<file path="config.mk">
export PLATFORM = sky130hd
export DESIGN_NAME = enemy_tanks_top
export DESIGN_NICKNAME = d
export VERILOG_FILES = /design/src/tank_pkg.sv /design/src/tank_spawn_ctrl.sv /design/src/spawn_fifo.sv /design/src/tank_activator.sv /design/src/enemy_tanks_top.sv
export VERILOG_INCLUDE_DIRS = /design/src
export SDC_FILE = /design/constraint.sdc
export NUM_CORES = 1
export LEC_CHECK = 0
export ABC_AREA = 0
export BUFFER_PORTS_ARGS = -buffer_cell sky130_fd_sc_hd__buf_4
export CORE_ASPECT_RATIO = 0.8
export CORE_MARGIN = 1.5
export CORE_UTILIZATION = 45
export CTS_BUF_LIST = sky130_fd_sc_hd__clkbuf_4
export DETAILED_ROUTE_END_ITERATION = 12
export SLEW_MARGIN = 10
export SYNTH_ARGS = -nofsm -noshare
export SYNTH_HDL_FRONTEND = slang
export SYNTH_HIERARCHICAL = 1
export SYNTH_SLANG_ARGS = --single-unit
</file>
<file path="constraint.sdc">
create_clock -name clk_4Hz -period 8.11 [get_ports clk_4Hz]
set_clock_uncertainty 0.05 [all_clocks]
set_input_delay 1.622 -clock clk_4Hz [delete_from_list [all_inputs] [get_ports clk_4Hz]]
set_output_delay 1.622 -clock clk_4Hz [all_outputs]
set_load 0.005 [all_outputs]
</file>
<file path="src/tank_defs.svh">
// Enemy tank subsystem constants
// Tank count, spawn schedule, respawn delay, FIFO depth and field widths
// shared by the producer, the command FIFO, the consumer and the testbench
`ifndef TANK_DEFS_SVH
`define TANK_DEFS_SVH

// Number of enemy tanks and the width of a tank index
`define TANK_COUNT 4
`define TANK_ID_W 2

// Tick of the first spawn after reset and the gap between first spawns
// Tanks therefore first enter at ticks 4, 16, 28 and 40
`define FIRST_SPAWN 4
`define SPAWN_STAGGER 12

// Ticks from an accepted hit to the spawn command of that tank
`define RESPAWN_DELAY 13

// Number of spawn points along the top edge of the field
`define SPAWN_POINTS 3

// Command slots, two outstanding commands per tank
`define FIFO_DEPTH 8

// Field coordinate width and width of the retire tick stamp
`define POS_W 6
`define TICK_W 13

`endif

</file>
<file path="src/tank_pkg.sv">
// Enemy tank types
// Command word with its spawn and retire views, per-tank state as seen by
// the playfield, and the table of spawn point coordinates
`include "tank_defs.svh"

package tank_pkg;

	// Kind bit sits at the top of both command views
	typedef enum logic [0:0] {
		SPAWN  = 1'b0,
		RETIRE = 1'b1
	} tank_cmd_kind_e;

	// Spawn view carries the spawn point and its coordinates
	typedef struct packed {
		tank_cmd_kind_e        kind;
		logic [`TANK_ID_W-1:0] id;
		logic [1:0]            pt;
		logic [`POS_W-1:0]     x;
		logic [`POS_W-1:0]     y;
	} tank_spawn_s;

	// Retire view carries the tick of the accepted hit for the score logic
	// The spare bit lines it up with the 17-bit spawn view
	typedef struct packed {
		tank_cmd_kind_e        kind;
		logic [`TANK_ID_W-1:0] id;
		logic                  rsvd;
		logic [`TICK_W-1:0]    tick;
	} tank_retire_s;

	// Kind and id occupy the same bits in both views
	typedef union packed {
		tank_spawn_s  spawn;
		tank_retire_s retire;
	} tank_cmd_u;

	typedef struct packed {
		logic              en;
		logic [`POS_W-1:0] x;
		logic [`POS_W-1:0] y;
	} tank_state_s;

	typedef tank_state_s [`TANK_COUNT-1:0] tank_state_a;

	// Spawn points 0, 1 and 2 at (2,2), (31,2) and (60,2), point 0 in the low slot
	localparam logic [`SPAWN_POINTS-1:0][`POS_W-1:0] SPAWN_X = {6'd60, 6'd31, 6'd2};
	localparam logic [`SPAWN_POINTS-1:0][`POS_W-1:0] SPAWN_Y = {6'd2, 6'd2, 6'd2};

endpackage

</file>
<file path="src/tank_spawn_ctrl.sv">
// Enemy tank spawn controller
// Schedules the staggered first entry of every tank, accepts hits on live
// tanks, times their respawn and queues SPAWN and RETIRE commands. One
// pending command register feeds the FIFO and holds still under back-pressure
`timescale 1ns/1ps
`include "tank_defs.svh"

module tank_spawn_ctrl
(
	input  logic                   clk_4Hz,
	input  logic                   rst_n,
	input  logic [`TANK_COUNT-1:0] hit,
	input  logic                   full,
	output logic                   push,
	output tank_pkg::tank_cmd_u    push_cmd
);

	// Due events are detected one tick early so the command is on push in the due tick
	localparam int LAST_DUE = `FIRST_SPAWN + (`TANK_COUNT - 1) * `SPAWN_STAGGER - 1;
	localparam int START_W = $clog2(LAST_DUE + 2);
	localparam int CNT_W = $clog2(`RESPAWN_DELAY + 1);

	logic [START_W-1:0]     start_cnt;
	logic [`TICK_W-1:0]     tick_cnt;
	logic [`TICK_W-1:0]     hit_tick [`TANK_COUNT];
	logic [CNT_W-1:0]       resp_cnt [`TANK_COUNT];
	logic [`TANK_COUNT-1:0] live;
	logic [`TANK_COUNT-1:0] spawn_pend;
	logic [`TANK_COUNT-1:0] retire_pend;
	logic [`TANK_COUNT-1:0] spawn_due;
	logic [`TANK_COUNT-1:0] hit_acc;
	logic [`TANK_COUNT-1:0] spawn_req;
	logic [`TANK_COUNT-1:0] retire_req;
	logic [`TANK_COUNT-1:0] req;
	logic [`TANK_COUNT-1:0] grant;
	logic [1:0]             pt_idx;
	logic [`TANK_ID_W-1:0]  sel;
	logic                   load;
	logic                   push_q;
	tank_pkg::tank_cmd_u    cmd_next;
	tank_pkg::tank_cmd_u    cmd_q;

	// A spawn falls due at the tick before its first entry or when the respawn countdown ends
	always_comb
	begin
		for (int i = 0; i < `TANK_COUNT; i++)
		begin
			spawn_due[i] = (start_cnt == START_W'(`FIRST_SPAWN + i * `SPAWN_STAGGER - 1)) ||
				(resp_cnt[i] == CNT_W'(1));
		end
	end

	// Hits on tanks that are not live are dropped here
	assign hit_acc = hit & live;
	assign spawn_req = spawn_due | spawn_pend;
	assign retire_req = hit_acc | retire_pend;
	assign req = spawn_req | retire_req;

	// The register takes a new command when it is empty or its command leaves this tick
	assign load = (|req) && (!push_q || !full);

	// Fixed priority, the lowest tank id wins
	always_comb
	begin
		sel = '0;
		for (int i = `TANK_COUNT - 1; i >= 0; i--)
		begin
			if (req[i])
				sel = `TANK_ID_W'(i);
		end
	end

	assign grant = load ? (`TANK_COUNT'(1) << sel) : '0;

	// Encode the chosen event through the view that matches its kind
	always_comb
	begin
		cmd_next = '0;
		if (retire_req[sel])
		begin
			cmd_next.retire.kind = tank_pkg::RETIRE;
			cmd_next.retire.id = sel;
			// A hit granted in its own tick has no stamp stored yet
			cmd_next.retire.tick = hit_acc[sel] ? tick_cnt : hit_tick[sel];
		end
		else
		begin
			cmd_next.spawn.kind = tank_pkg::SPAWN;
			cmd_next.spawn.id = sel;
			cmd_next.spawn.pt = pt_idx;
			cmd_next.spawn.x = tank_pkg::SPAWN_X[pt_idx];
			cmd_next.spawn.y = tank_pkg::SPAWN_Y[pt_idx];
		end
	end

	always_ff @(posedge clk_4Hz)
	begin
		if (!rst_n)
		begin
			start_cnt <= '0;
			tick_cnt <= '0;
			live <= '0;
			spawn_pend <= '0;
			retire_pend <= '0;
			pt_idx <= '0;
			push_q <= 1'b0;
			for (int i = 0; i < `TANK_COUNT; i++)
				resp_cnt[i] <= '0;
		end
		else
		begin
			tick_cnt <= tick_cnt + 1'b1;
			// The start counter parks one past the last first-spawn tick
			if (start_cnt <= START_W'(LAST_DUE))
				start_cnt <= start_cnt + 1'b1;
			for (int i = 0; i < `TANK_COUNT; i++)
			begin
				if (hit_acc[i])
				begin
					live[i] <= 1'b0;
					resp_cnt[i] <= CNT_W'(`RESPAWN_DELAY - 1);
				end
				else if (resp_cnt[i] != '0)
					resp_cnt[i] <= resp_cnt[i] - 1'b1;
			end
			// Events that lost the pick wait for a later tick
			spawn_pend <= spawn_req & ~grant;
			retire_pend <= retire_req & ~grant;
			if (load)
			begin
				push_q <= 1'b1;
				if (!retire_req[sel])
				begin
					live[sel] <= 1'b1;
					pt_idx <= (pt_idx == 2'(`SPAWN_POINTS - 1)) ? 2'd0 : pt_idx + 1'b1;
				end
			end
			else if (!full)
				push_q <= 1'b0;
		end
	end

	// Command word and hit stamps are payload
	always_ff @(posedge clk_4Hz)
	begin
		if (load)
			cmd_q <= cmd_next;
		for (int i = 0; i < `TANK_COUNT; i++)
		begin
			if (hit_acc[i])
				hit_tick[i] <= tick_cnt;
		end
	end

	assign push = push_q;
	assign push_cmd = cmd_q;

endmodule

</file>
<file path="src/spawn_fifo.sv">
// Spawn command FIFO
// Circular buffer of tank commands between the spawn controller and the
// tank activator, with the head entry always on its output
`timescale 1ns/1ps
`include "tank_defs.svh"

module spawn_fifo
(
	input  logic                clk_4Hz,
	input  logic                rst_n,
	input  logic                push,
	input  tank_pkg::tank_cmd_u push_cmd,
	input  logic                pop,
	output logic                full,
	output logic                empty,
	output tank_pkg::tank_cmd_u pop_cmd
);

	localparam int PTR_W = $clog2(`FIFO_DEPTH);
	localparam int CNT_W = $clog2(`FIFO_DEPTH + 1);

	tank_pkg::tank_cmd_u mem [`FIFO_DEPTH];
	logic [PTR_W-1:0]    wr_ptr;
	logic [PTR_W-1:0]    rd_ptr;
	logic [CNT_W-1:0]    count;
	logic                do_push;
	logic                do_pop;

	// Requests against a full or empty buffer are ignored
	assign do_push = push && !full;
	assign do_pop = pop && !empty;

	assign full = (count == CNT_W'(`FIFO_DEPTH));
	assign empty = (count == '0);

	// Head entry goes out without a register stage
	assign pop_cmd = mem[rd_ptr];

	always_ff @(posedge clk_4Hz)
	begin
		if (!rst_n)
		begin
			wr_ptr <= '0;
			rd_ptr <= '0;
			count <= '0;
		end
		else
		begin
			if (do_push)
				wr_ptr <= (wr_ptr == PTR_W'(`FIFO_DEPTH - 1)) ? '0 : wr_ptr + 1'b1;
			if (do_pop)
				rd_ptr <= (rd_ptr == PTR_W'(`FIFO_DEPTH - 1)) ? '0 : rd_ptr + 1'b1;
			// A push and a pop in one tick leave the count alone
			if (do_push && !do_pop)
				count <= count + 1'b1;
			else if (do_pop && !do_push)
				count <= count - 1'b1;
		end
	end

	// Storage
	always_ff @(posedge clk_4Hz)
	begin
		if (do_push)
			mem[wr_ptr] <= push_cmd;
	end

endmodule

</file>
<file path="src/tank_activator.sv">
// Enemy tank activator
// Pops commands from the spawn FIFO while the game runs and keeps the
// enable flag and position of every tank for the playfield logic
`timescale 1ns/1ps
`include "tank_defs.svh"

module tank_activator
(
	input  logic                  clk_4Hz,
	input  logic                  rst_n,
	input  logic                  freeze,
	input  logic                  empty,
	input  tank_pkg::tank_cmd_u   pop_cmd,
	output logic                  pop,
	output tank_pkg::tank_state_a tanks
);

	logic [`TANK_COUNT-1:0]   en_q;
	logic [`POS_W-1:0]        x_q [`TANK_COUNT];
	logic [`POS_W-1:0]        y_q [`TANK_COUNT];
	tank_pkg::tank_cmd_kind_e kind;

	// A paused game leaves commands queued
	assign pop = !empty && !freeze;

	// The kind bit is common to both views, so either view can supply it
	assign kind = pop_cmd.spawn.kind;

	always_ff @(posedge clk_4Hz)
	begin
		if (!rst_n)
			en_q <= '0;
		else if (pop)
		begin
			case (kind)
				tank_pkg::SPAWN:
					en_q[pop_cmd.spawn.id] <= 1'b1;
				tank_pkg::RETIRE:
					en_q[pop_cmd.retire.id] <= 1'b0;
			endcase
		end
	end

	// A retired tank keeps its last position
	always_ff @(posedge clk_4Hz)
	begin
		if (pop && kind == tank_pkg::SPAWN)
		begin
			x_q[pop_cmd.spawn.id] <= pop_cmd.spawn.x;
			y_q[pop_cmd.spawn.id] <= pop_cmd.spawn.y;
		end
	end

	// Gather the per-tank state into the array the playfield reads
	always_comb
	begin
		for (int i = 0; i < `TANK_COUNT; i++)
		begin
			tanks[i].en = en_q[i];
			tanks[i].x = x_q[i];
			tanks[i].y = y_q[i];
		end
	end

endmodule

</file>
<file path="src/enemy_tanks_top.sv">
// Enemy tank life cycle top level
// Spawn controller feeds the command FIFO, and the activator drains it
// into the per-tank state read by the playfield
`timescale 1ns/1ps
`include "tank_defs.svh"

module enemy_tanks_top
(
	input  logic                   clk_4Hz,
	input  logic                   rst_n,
	input  logic [`TANK_COUNT-1:0] hit,
	input  logic                   freeze,
	output tank_pkg::tank_state_a  tanks
);

	// Producer side of the FIFO
	logic                push;
	tank_pkg::tank_cmd_u push_cmd;
	logic                full;

	// Consumer side of the FIFO
	logic                pop;
	tank_pkg::tank_cmd_u pop_cmd;
	logic                empty;

	tank_spawn_ctrl ctrl0 (
		.clk_4Hz  (clk_4Hz),
		.rst_n    (rst_n),
		.hit      (hit),
		.full     (full),
		.push     (push),
		.push_cmd (push_cmd)
	);

	spawn_fifo fifo0 (
		.clk_4Hz  (clk_4Hz),
		.rst_n    (rst_n),
		.push     (push),
		.push_cmd (push_cmd),
		.pop      (pop),
		.full     (full),
		.empty    (empty),
		.pop_cmd  (pop_cmd)
	);

	// Freeze only holds back the consumer, the producer keeps queuing
	tank_activator act0 (
		.clk_4Hz  (clk_4Hz),
		.rst_n    (rst_n),
		.freeze   (freeze),
		.empty    (empty),
		.pop_cmd  (pop_cmd),
		.pop      (pop),
		.tanks    (tanks)
	);

endmodule

</file>
# ---- After elaboration in Yosys (flattened, before gate mapping)
# Memory sizes are Yosys's and may differ from the RTL's. A register that Yosys moved wholly into a read port is not among the register bits.
# Cells that the tools add are included.
dict set report word_totals {
  reg_bits 65
  mem_bits_rw 252
  memories 5
}
dict set report op_classes {
  addsub 11
  order_cmp 6
  eq_ne 13
  n_shift 1
  mux 85
  bitwise 21
  n_reduce_logical 28
}
# name depth word_bits read_ports rd_ports_with_merged_regs write_ports line
set memory_table {}
lappend memory_table {fifo0.mem 8 17 1 1 1 spawn_fifo.sv:22} ;# tank_pkg::tank_cmd_u mem [`FIFO_DEPTH];
lappend memory_table {ctrl0.hit_tick 4 13 1 0 4 tank_spawn_ctrl.sv:25} ;# logic [`TICK_W-1:0] hit_tick [`TANK_COUNT];
lappend memory_table {act0.x_q 4 6 4 0 1 tank_activator.sv:19} ;# logic [`POS_W-1:0] x_q [`TANK_COUNT];
lappend memory_table {act0.y_q 4 6 4 0 1 tank_activator.sv:20} ;# logic [`POS_W-1:0] y_q [`TANK_COUNT];
lappend memory_table {ctrl0.resp_cnt 4 4 4 0 4 tank_spawn_ctrl.sv:26} ;# logic [CNT_W-1:0] resp_cnt [`TANK_COUNT];
# cell n
set op_table {}
lappend op_table {{$mux 4} 13}
lappend op_table {{$mux 1} 51}
lappend op_table {{$mux 13} 2}
lappend op_table {{$bmux 6 s2} 2}
lappend op_table {{$or 4x4->4} 5}
lappend op_table {{$sub 4x1->4 const B} 5}
lappend op_table {{$and 4x4->4} 4}
lappend op_table {{$eq 4x1->1 const B} 4}
lappend op_table {{$reduce_bool 4->1} 4}
lappend op_table {{$mux 3} 5}
lappend op_table {{$add 13x1->13 const B} 1}
lappend op_table {{$mux 6} 2}
lappend op_table {{$mux 2} 5}
lappend op_table {{$logic_and 1x1->1} 9}
lappend op_table {{$lt 2x3->1 const B} 3}
lappend op_table {{$not 4->4} 2}
lappend op_table {{$or 1x1->1} 8}
lappend op_table {{$pmux 4 s2} 1}
lappend op_table {{$add 3x1->3 const B} 2}
lappend op_table {{$add 6x1->6 const B} 1}
lappend op_table {{$eq 3x3->1 const B} 2}
lappend op_table {{$eq 6x2->1 const B} 1}
lappend op_table {{$eq 6x4->1 const B} 1}
lappend op_table {{$eq 6x5->1 const B} 1}
lappend op_table {{18 further kinds} 31}

# ---- Longest topological paths before layout
# Gate-level depths: netlist (run 1).
dict set report depth {
  word_depth 15
  depth_mapped 11
  ltp_nobuf 10
}

# ---- By module
# The synthesis (run 1) kept the hierarchy.
# mod instances cells_per_inst area_each_um2 seq_area_each_um2
set modules_own_cells {}
lappend modules_own_cells {spawn_fifo 1 273 5901.9 4344.2}
lappend modules_own_cells {tank_spawn_ctrl 1 484 5357.6 3233.1}
lappend modules_own_cells {tank_activator 1 70 1666.6 1521.5}

# ---- Worst setup path after synthesis (run 1)
# Ideal clock, no wire load.
dict set report synth_path {
  kind {in2reg}
  from {in hit[1]}
  to {reg ctrl0.live[1]}
  setup_ns 0.128
  arrival_time_ns 3.127
  required_ns 7.932
  slack_ns 4.806
  path_stages 8
  cell_sequence {a21oi_1 > o2111ai_1 > buf_2 > buf_2 > o31ai_2 > inv_2 > a32oi_1 > nor2_1}
}
dict set report synth_between {
  elab_cells_between_ends 19
  classes_between {order compare (2); mux (10); bitwise (4); reduce/logical (3)}
}
# element line
set synth_rtl {}
lappend synth_rtl {{start: declaration} enemy_tanks_top.sv:11} ;# input logic [`TANK_COUNT-1:0] hit,
lappend synth_rtl {{$and 4x4->4} tank_spawn_ctrl.sv:54} ;# assign hit_acc = hit & live;
lappend synth_rtl {{$or 4x4->4} tank_spawn_ctrl.sv:56} ;# assign retire_req = hit_acc | retire_pend;
lappend synth_rtl {{$or 4x4->4} tank_spawn_ctrl.sv:57} ;# assign req = spawn_req | retire_req;
lappend synth_rtl {{$reduce_or 4->1} tank_spawn_ctrl.sv:60} ;# assign load = (|req) && (!push_q || !full);
lappend synth_rtl {{$logic_and 1x1->1} tank_spawn_ctrl.sv:60}
lappend synth_rtl {{named net ctrl0.load} tank_spawn_ctrl.sv:38} ;# logic load;
lappend synth_rtl {{$mux 4} tank_spawn_ctrl.sv:129} ;# if (load)
lappend synth_rtl {{end signal: assignment} tank_spawn_ctrl.sv:102} ;# live <= '0;
lappend synth_rtl {{end signal: indexed assignment} tank_spawn_ctrl.sv:120} ;# live[i] <= 1'b0;
lappend synth_rtl {{end signal: indexed assignment} tank_spawn_ctrl.sv:134} ;# live[sel] <= 1'b1;
lappend synth_rtl {{end: declaration} tank_spawn_ctrl.sv:27} ;# logic [`TANK_COUNT-1:0] live;
# The timed path passes the listed nets, and every way through them passes these cells. The select of a mux whose other input is x is not followed.
# A chain may end at the register's enable or synchronous reset.

==> metrics.txt, run 1 <==
DP HPWL=15140 microns; worst-case vdd ir drop=0.0001386 V; H-tree levels=3; FILL cells=2226; setup_tns=0 ns; data arrival time of the worst path=4.13 ns; TritonCTS Buffers=73; worst endpoint required time=8.53 ns; post-route ant nets=0; die extent in y=149.3 microns; commonest non-fill, non-tap cells in the layout=edfxtp_1 (247), clkbuf_4 (104), nand2_1 (70); First-pass DRT Iterations=5; Slew headroom=19.07%; TritonCTS Sinks=297; CTS tree=done; Via density=between 5 and 6; # resized after CTS=0; CP Class=in2reg; Max Fclk=269.2 MHz; core area=0.02626 sq mm; routability cong.=0.8120; GRT Total Usage=17.46%; Row Count=53; largest net degree at the start of global routing=33; cell count after synthesis=just under 800; Hold WC Path Type=reg2reg; commonest non-fill, non-tap cell in the layout=edfxtp_1; Initial Util=45.86%; fin crit share=45.80%; Pins Over Slew Limit=0; Hold Slack=around 0.43 ns; root buffer cell=clkbuf_4; PD cells=342.3 mW/mm^2; synthesis warning total=6; Max Cap Violations=0; I/O pins=59; Post-CTS Setup Inserts=0; unrepaired setup endpoints after global routing=no; Layout area overhead=14.27%; Max FO, Critical Path=28; count of final hold-check violations=0; Bufs on Longest Clock Path=3; initial DRC count=387; Vias=6936; WL per Instance=~18 microns; syn_nets=between 800 and 900; CP Capture Type=flip-flop; Die Wd=185.9 microns; DRC Markers=0; outcome=finished, final reports clean; first-pass GRT wire length=36960 microns; final net count=between 900 and 1000; Clk Latency, worst-skew pair=roughly 0.67 ns; number of global-route vias before repair=7062; Remaining Overflow, GRT=0; leakage power=0.004896 uW; Port Buf Inserts=58; Worst-path clk slew=about 0.060 ns; final setup fails=0; DIE AREA=0.02776 sq mm; Routed WL=around 24000 microns; fraction of layout instances using a drive strength above 1=23.67%; Post-Syn Area per Cell=15.36 sq um; Post-Syn Area=0.01204 sq mm; hold buffers post-CTS=0; initial antenna violation count=1; min Tclk post-route=about 3.7 ns; nature of the critical path startpoint=input pin; Slew @ Worst Pin=1.212 ns
critical path, stage by stage:
cell,delay [ns]
buf_4,0.12
a21oi_1,0.33
o2111a_1,0.91
o32ai_1,0.15
or2_1,0.44
inv_2,0.25
o21ai_0,0.11
o21ai_0,0.21
layout make-up:
type	instances	area, sq um	area share, %
multi-input combinational	421	3366	24.46
antenna	2	5.005	0.03637
clock inverter	22	160.2	1.164
clock buffer	104	780.7	5.673
tap	357	446.7	3.246
sequential	297	8418	61.17
inverter	32	120.1	0.8728
timing repair buffer	62	465.4	3.382
worst paths after layout:
check,start,to,slack (ns),depth (start not counted)
min reg2reg,flip-flop,flip-flop,0.43,2
min,flip-flop,flip-flop,0.43,2
max reg2reg,flip-flop,act0/y_q[2][0],4.51,5
max,hit[1],ctrl0/push_cmd[6],4.40,8
metal layers:
| layer | GRT usage, % | share of wire [%] |
|---|---|---|
| met1 | 23.30 | 47 |
| met2 | 28.25 | 47 |
| met3 | 4.053 | 5.0 |
| met4 | 5.887 | 1.7 |
| met5 | 0 | 0 |
where the power goes:
part	leakage, uW	switching [uW]	internal, uW
sequential	0.00271	170	2050
clock	0.000550	567	659
combinational	0.00164	784	477
total	0.00490	1520	3190
state kept, by name, summed over array words and instances, names as in the netlist, 4 cells and up, named ones only:
name and count:
ctrl0/hit_tick 48, fifo0/count 4, ctrl0/push_cmd 15, act0/x_q 24
ctrl0/spawn_pend 4, ctrl0/live 4, ctrl0/retire_pend 4, act0/y_q 24
ctrl0/resp_cnt 16, fifo0/mem 120, ctrl0/tick_cnt 12, ctrl0/start_cnt 6
per-stage QoR:
stage | power (uW) | instance area [sq um] | cells | setup slack (ns) | util (%)
finish | 4711 | 13760 | 1297 | 4.396 | 52.41
global route | 4992 | 13760 | 1297 | 4.206 | 52.41
CTS | 4747 | 13760 | 1295 | 4.467 | 52.39
detailed placement | 3504 | 12820 | 1169 | 3.825 | 48.80
global placement | 3438 | 12820 | 1169 | 3.901 | 48.80
floorplan | 3146 | 12040 | 784 | 4.828 | -
Note: power is estimated with default switching activity, not from simulation.
==> inputs of run 2 (changes only) <==
- clock period: 8.11 -> 3.8 ns (I/O delays scaled with it)
==> run 2 against run 1 <==
Via count grew 1.5%. Core utilization is 0.68 points higher. Critical endpoint is now ctrl0/live[3]. Clock power up 130%. Highest routed layer unchanged.
==> metrics.txt, run 2 (same netlist as run 1, synthesis figures left out) <==
Max Fclk=341.3 MHz; initial DRC count=628 (+62%); DP HPWL=15390 microns (+1.6%); Post-CTS Setup Inserts=0 (unchanged); core area=0.02626 sq mm (unchanged); dpl cells=1180 (+0.94%); Initial Util=45.86% (unchanged); First-pass DRT Iterations=5 (unchanged); Bufs on Longest Clock Path=3 (unchanged); Hold Path Cell Cnt=3 (+1); worst-case vdd ir drop=0.0002928 V (+110%); Max Cap Violations=0 (unchanged); Die Wd=185.9 microns (unchanged); Hold WC Path Type=in2reg; setup slack after layout=0.8699 ns (-3.526 ns); Worst-path clk slew=0.06 ns (about the same); flop2flop setup slack=0.87 ns (-3.64 ns); hold buffers post-CTS=0 (unchanged); Slew @ Worst Pin=1.103 ns (-0.1086 ns); unrepaired setup endpoints after global routing=no; Post-Layout Cell Count=1318 (+1.6%); Clk Latency, worst-skew pair=0.67 ns (about the same); outcome=finished, final reports clean; CP Capture Type=flip-flop; multi-input combinational cell area=0.003358 sq mm (-0.22%); count of final hold-check violations=0 (unchanged); commonest non-fill, non-tap cell in the layout=edfxtp_1; TritonCTS Buffers=73 (unchanged); CTS tree=done; setup_tns=0 ns (unchanged); DRC Markers=0 (unchanged); WL per Instance=18.36 microns (+0.23%); # resized after CTS=0 (unchanged); post-route ant nets=0 (unchanged); Remaining Overflow, GRT=0 (unchanged); dpl ws=0.7081 ns (-3.117 ns); worst endpoint required time=4.33 ns (-4.20 ns); Final Instance Area=0.01394 sq mm (+1.3%); GRT Total Usage=17.99% (+0.53 points); Pins Over Slew Limit=0 (unchanged); Max FO, Critical Path=13 (-54%); Routed WL=24200 microns (+1.9%); PD cells=739.9 mW/mm^2 (+120%); initial antenna violation count=1 (unchanged); FF-to-FF path depth=8 (+3); largest net degree at the start of global routing=33 (unchanged); post-place instance area=0.01289 sq mm (+0.59%); CP Class=reg2reg; Port Buf Inserts=58 (unchanged); max reg flops=120 (unchanged); root buffer cell=clkbuf_4; Top reg by flops=fifo0/mem; FILL cells=2136 (-4.0%); Slew headroom=26.32% (+7.3 points); TritonCTS Sinks=297 (unchanged); routability cong.=0.8021 (-1.2%); fraction of layout instances using a drive strength above 1=25.34% (+1.7 points); I/O pins=59 (unchanged); Vias=7043 (+1.5%); final setup fails=0 (unchanged); first-pass GRT wire length=37970 microns (+2.7%); commonest non-fill, non-tap cells in the layout=edfxtp_1 (247), clkbuf_4 (114), buf_4 (73); Top Registers=fifo0/mem: 120 flops, ctrl0/hit_tick: 48 flops; fin crit share=77.11%; nature of the critical path startpoint=flip-flop; Via density=5.344 (about the same); min Tclk post-route=2.930 ns; final core utilization=53.08% (+0.68 points); Row Count=53 (unchanged); data arrival time of the worst path=3.46 ns (-0.67 ns); H-tree levels=3 (unchanged); DIE AREA=0.02776 sq mm (unchanged); number of global-route vias before repair=7172 (+1.6%); FF+latch area=0.008418 sq mm (unchanged); Layout area overhead=15.75%; final net count=927 (+1.2%); leakage power=0.005013 uW (+2.4%); die extent in y=149.3 microns (unchanged)
## run 2: worst paths after layout
path | start | end
max | ctrl0/start_cnt[0] | ctrl0/live[3]
min | hit[2] | ctrl0/live[2]
max reg2reg | ctrl0/start_cnt[0] | ctrl0/live[3]
min reg2reg | flip-flop | flip-flop
## run 2: stage by stage
stage               power [uW]  hold slack (ns)
floorplan                 6715           0.4011
global placement          7387           0.4026
detailed placement        7548           0.4015
CTS                      10410           0.2851
global route             10930           0.3127
finish                   10310           0.3411
## run 2: area by class of cell
class                   count  share of cell area [%]
diodes                      2                 0.03590
clock buffers             114                   6.139
clock inverters            22                   1.346
inverters                  32                  0.8617
multi-input cells         421                   24.09
flip-flops and latches    297                   60.39
well taps                 357                   3.204
repair buffers             73                   3.931
## run 2: power by group
group          internal, uW  switching, uW  total [uW]
logic                  1060           1660        2720
clock network          1590           1240        2830
registers              4380            379        4760
## run 2: layer usage
| metal | vias up | global-route usage (%) | share of wire [%] |
|---|---|---|---|
| li1 | 3294 | - | - |
| met1 | 3468 | 24.03 | 45 |
| met2 | 244 | 28.19 | 47 |
| met3 | 37 | 4.492 | 6.2 |
| met4 | 0 | 7.460 | 2.0 |
| met5 | - | 0 | 0 |
## run 2: worst max-delay path, cell delays in order, from the launching register on
cell and delay [ns]:
dfxtp_1 0.39, ha_1 0.26, nor4bb_2 0.41, a221o_1 0.32, o2111a_1 0.22, or2_1 0.44, inv_2 0.21, or3_1 0.39
a21oi_1 0.14
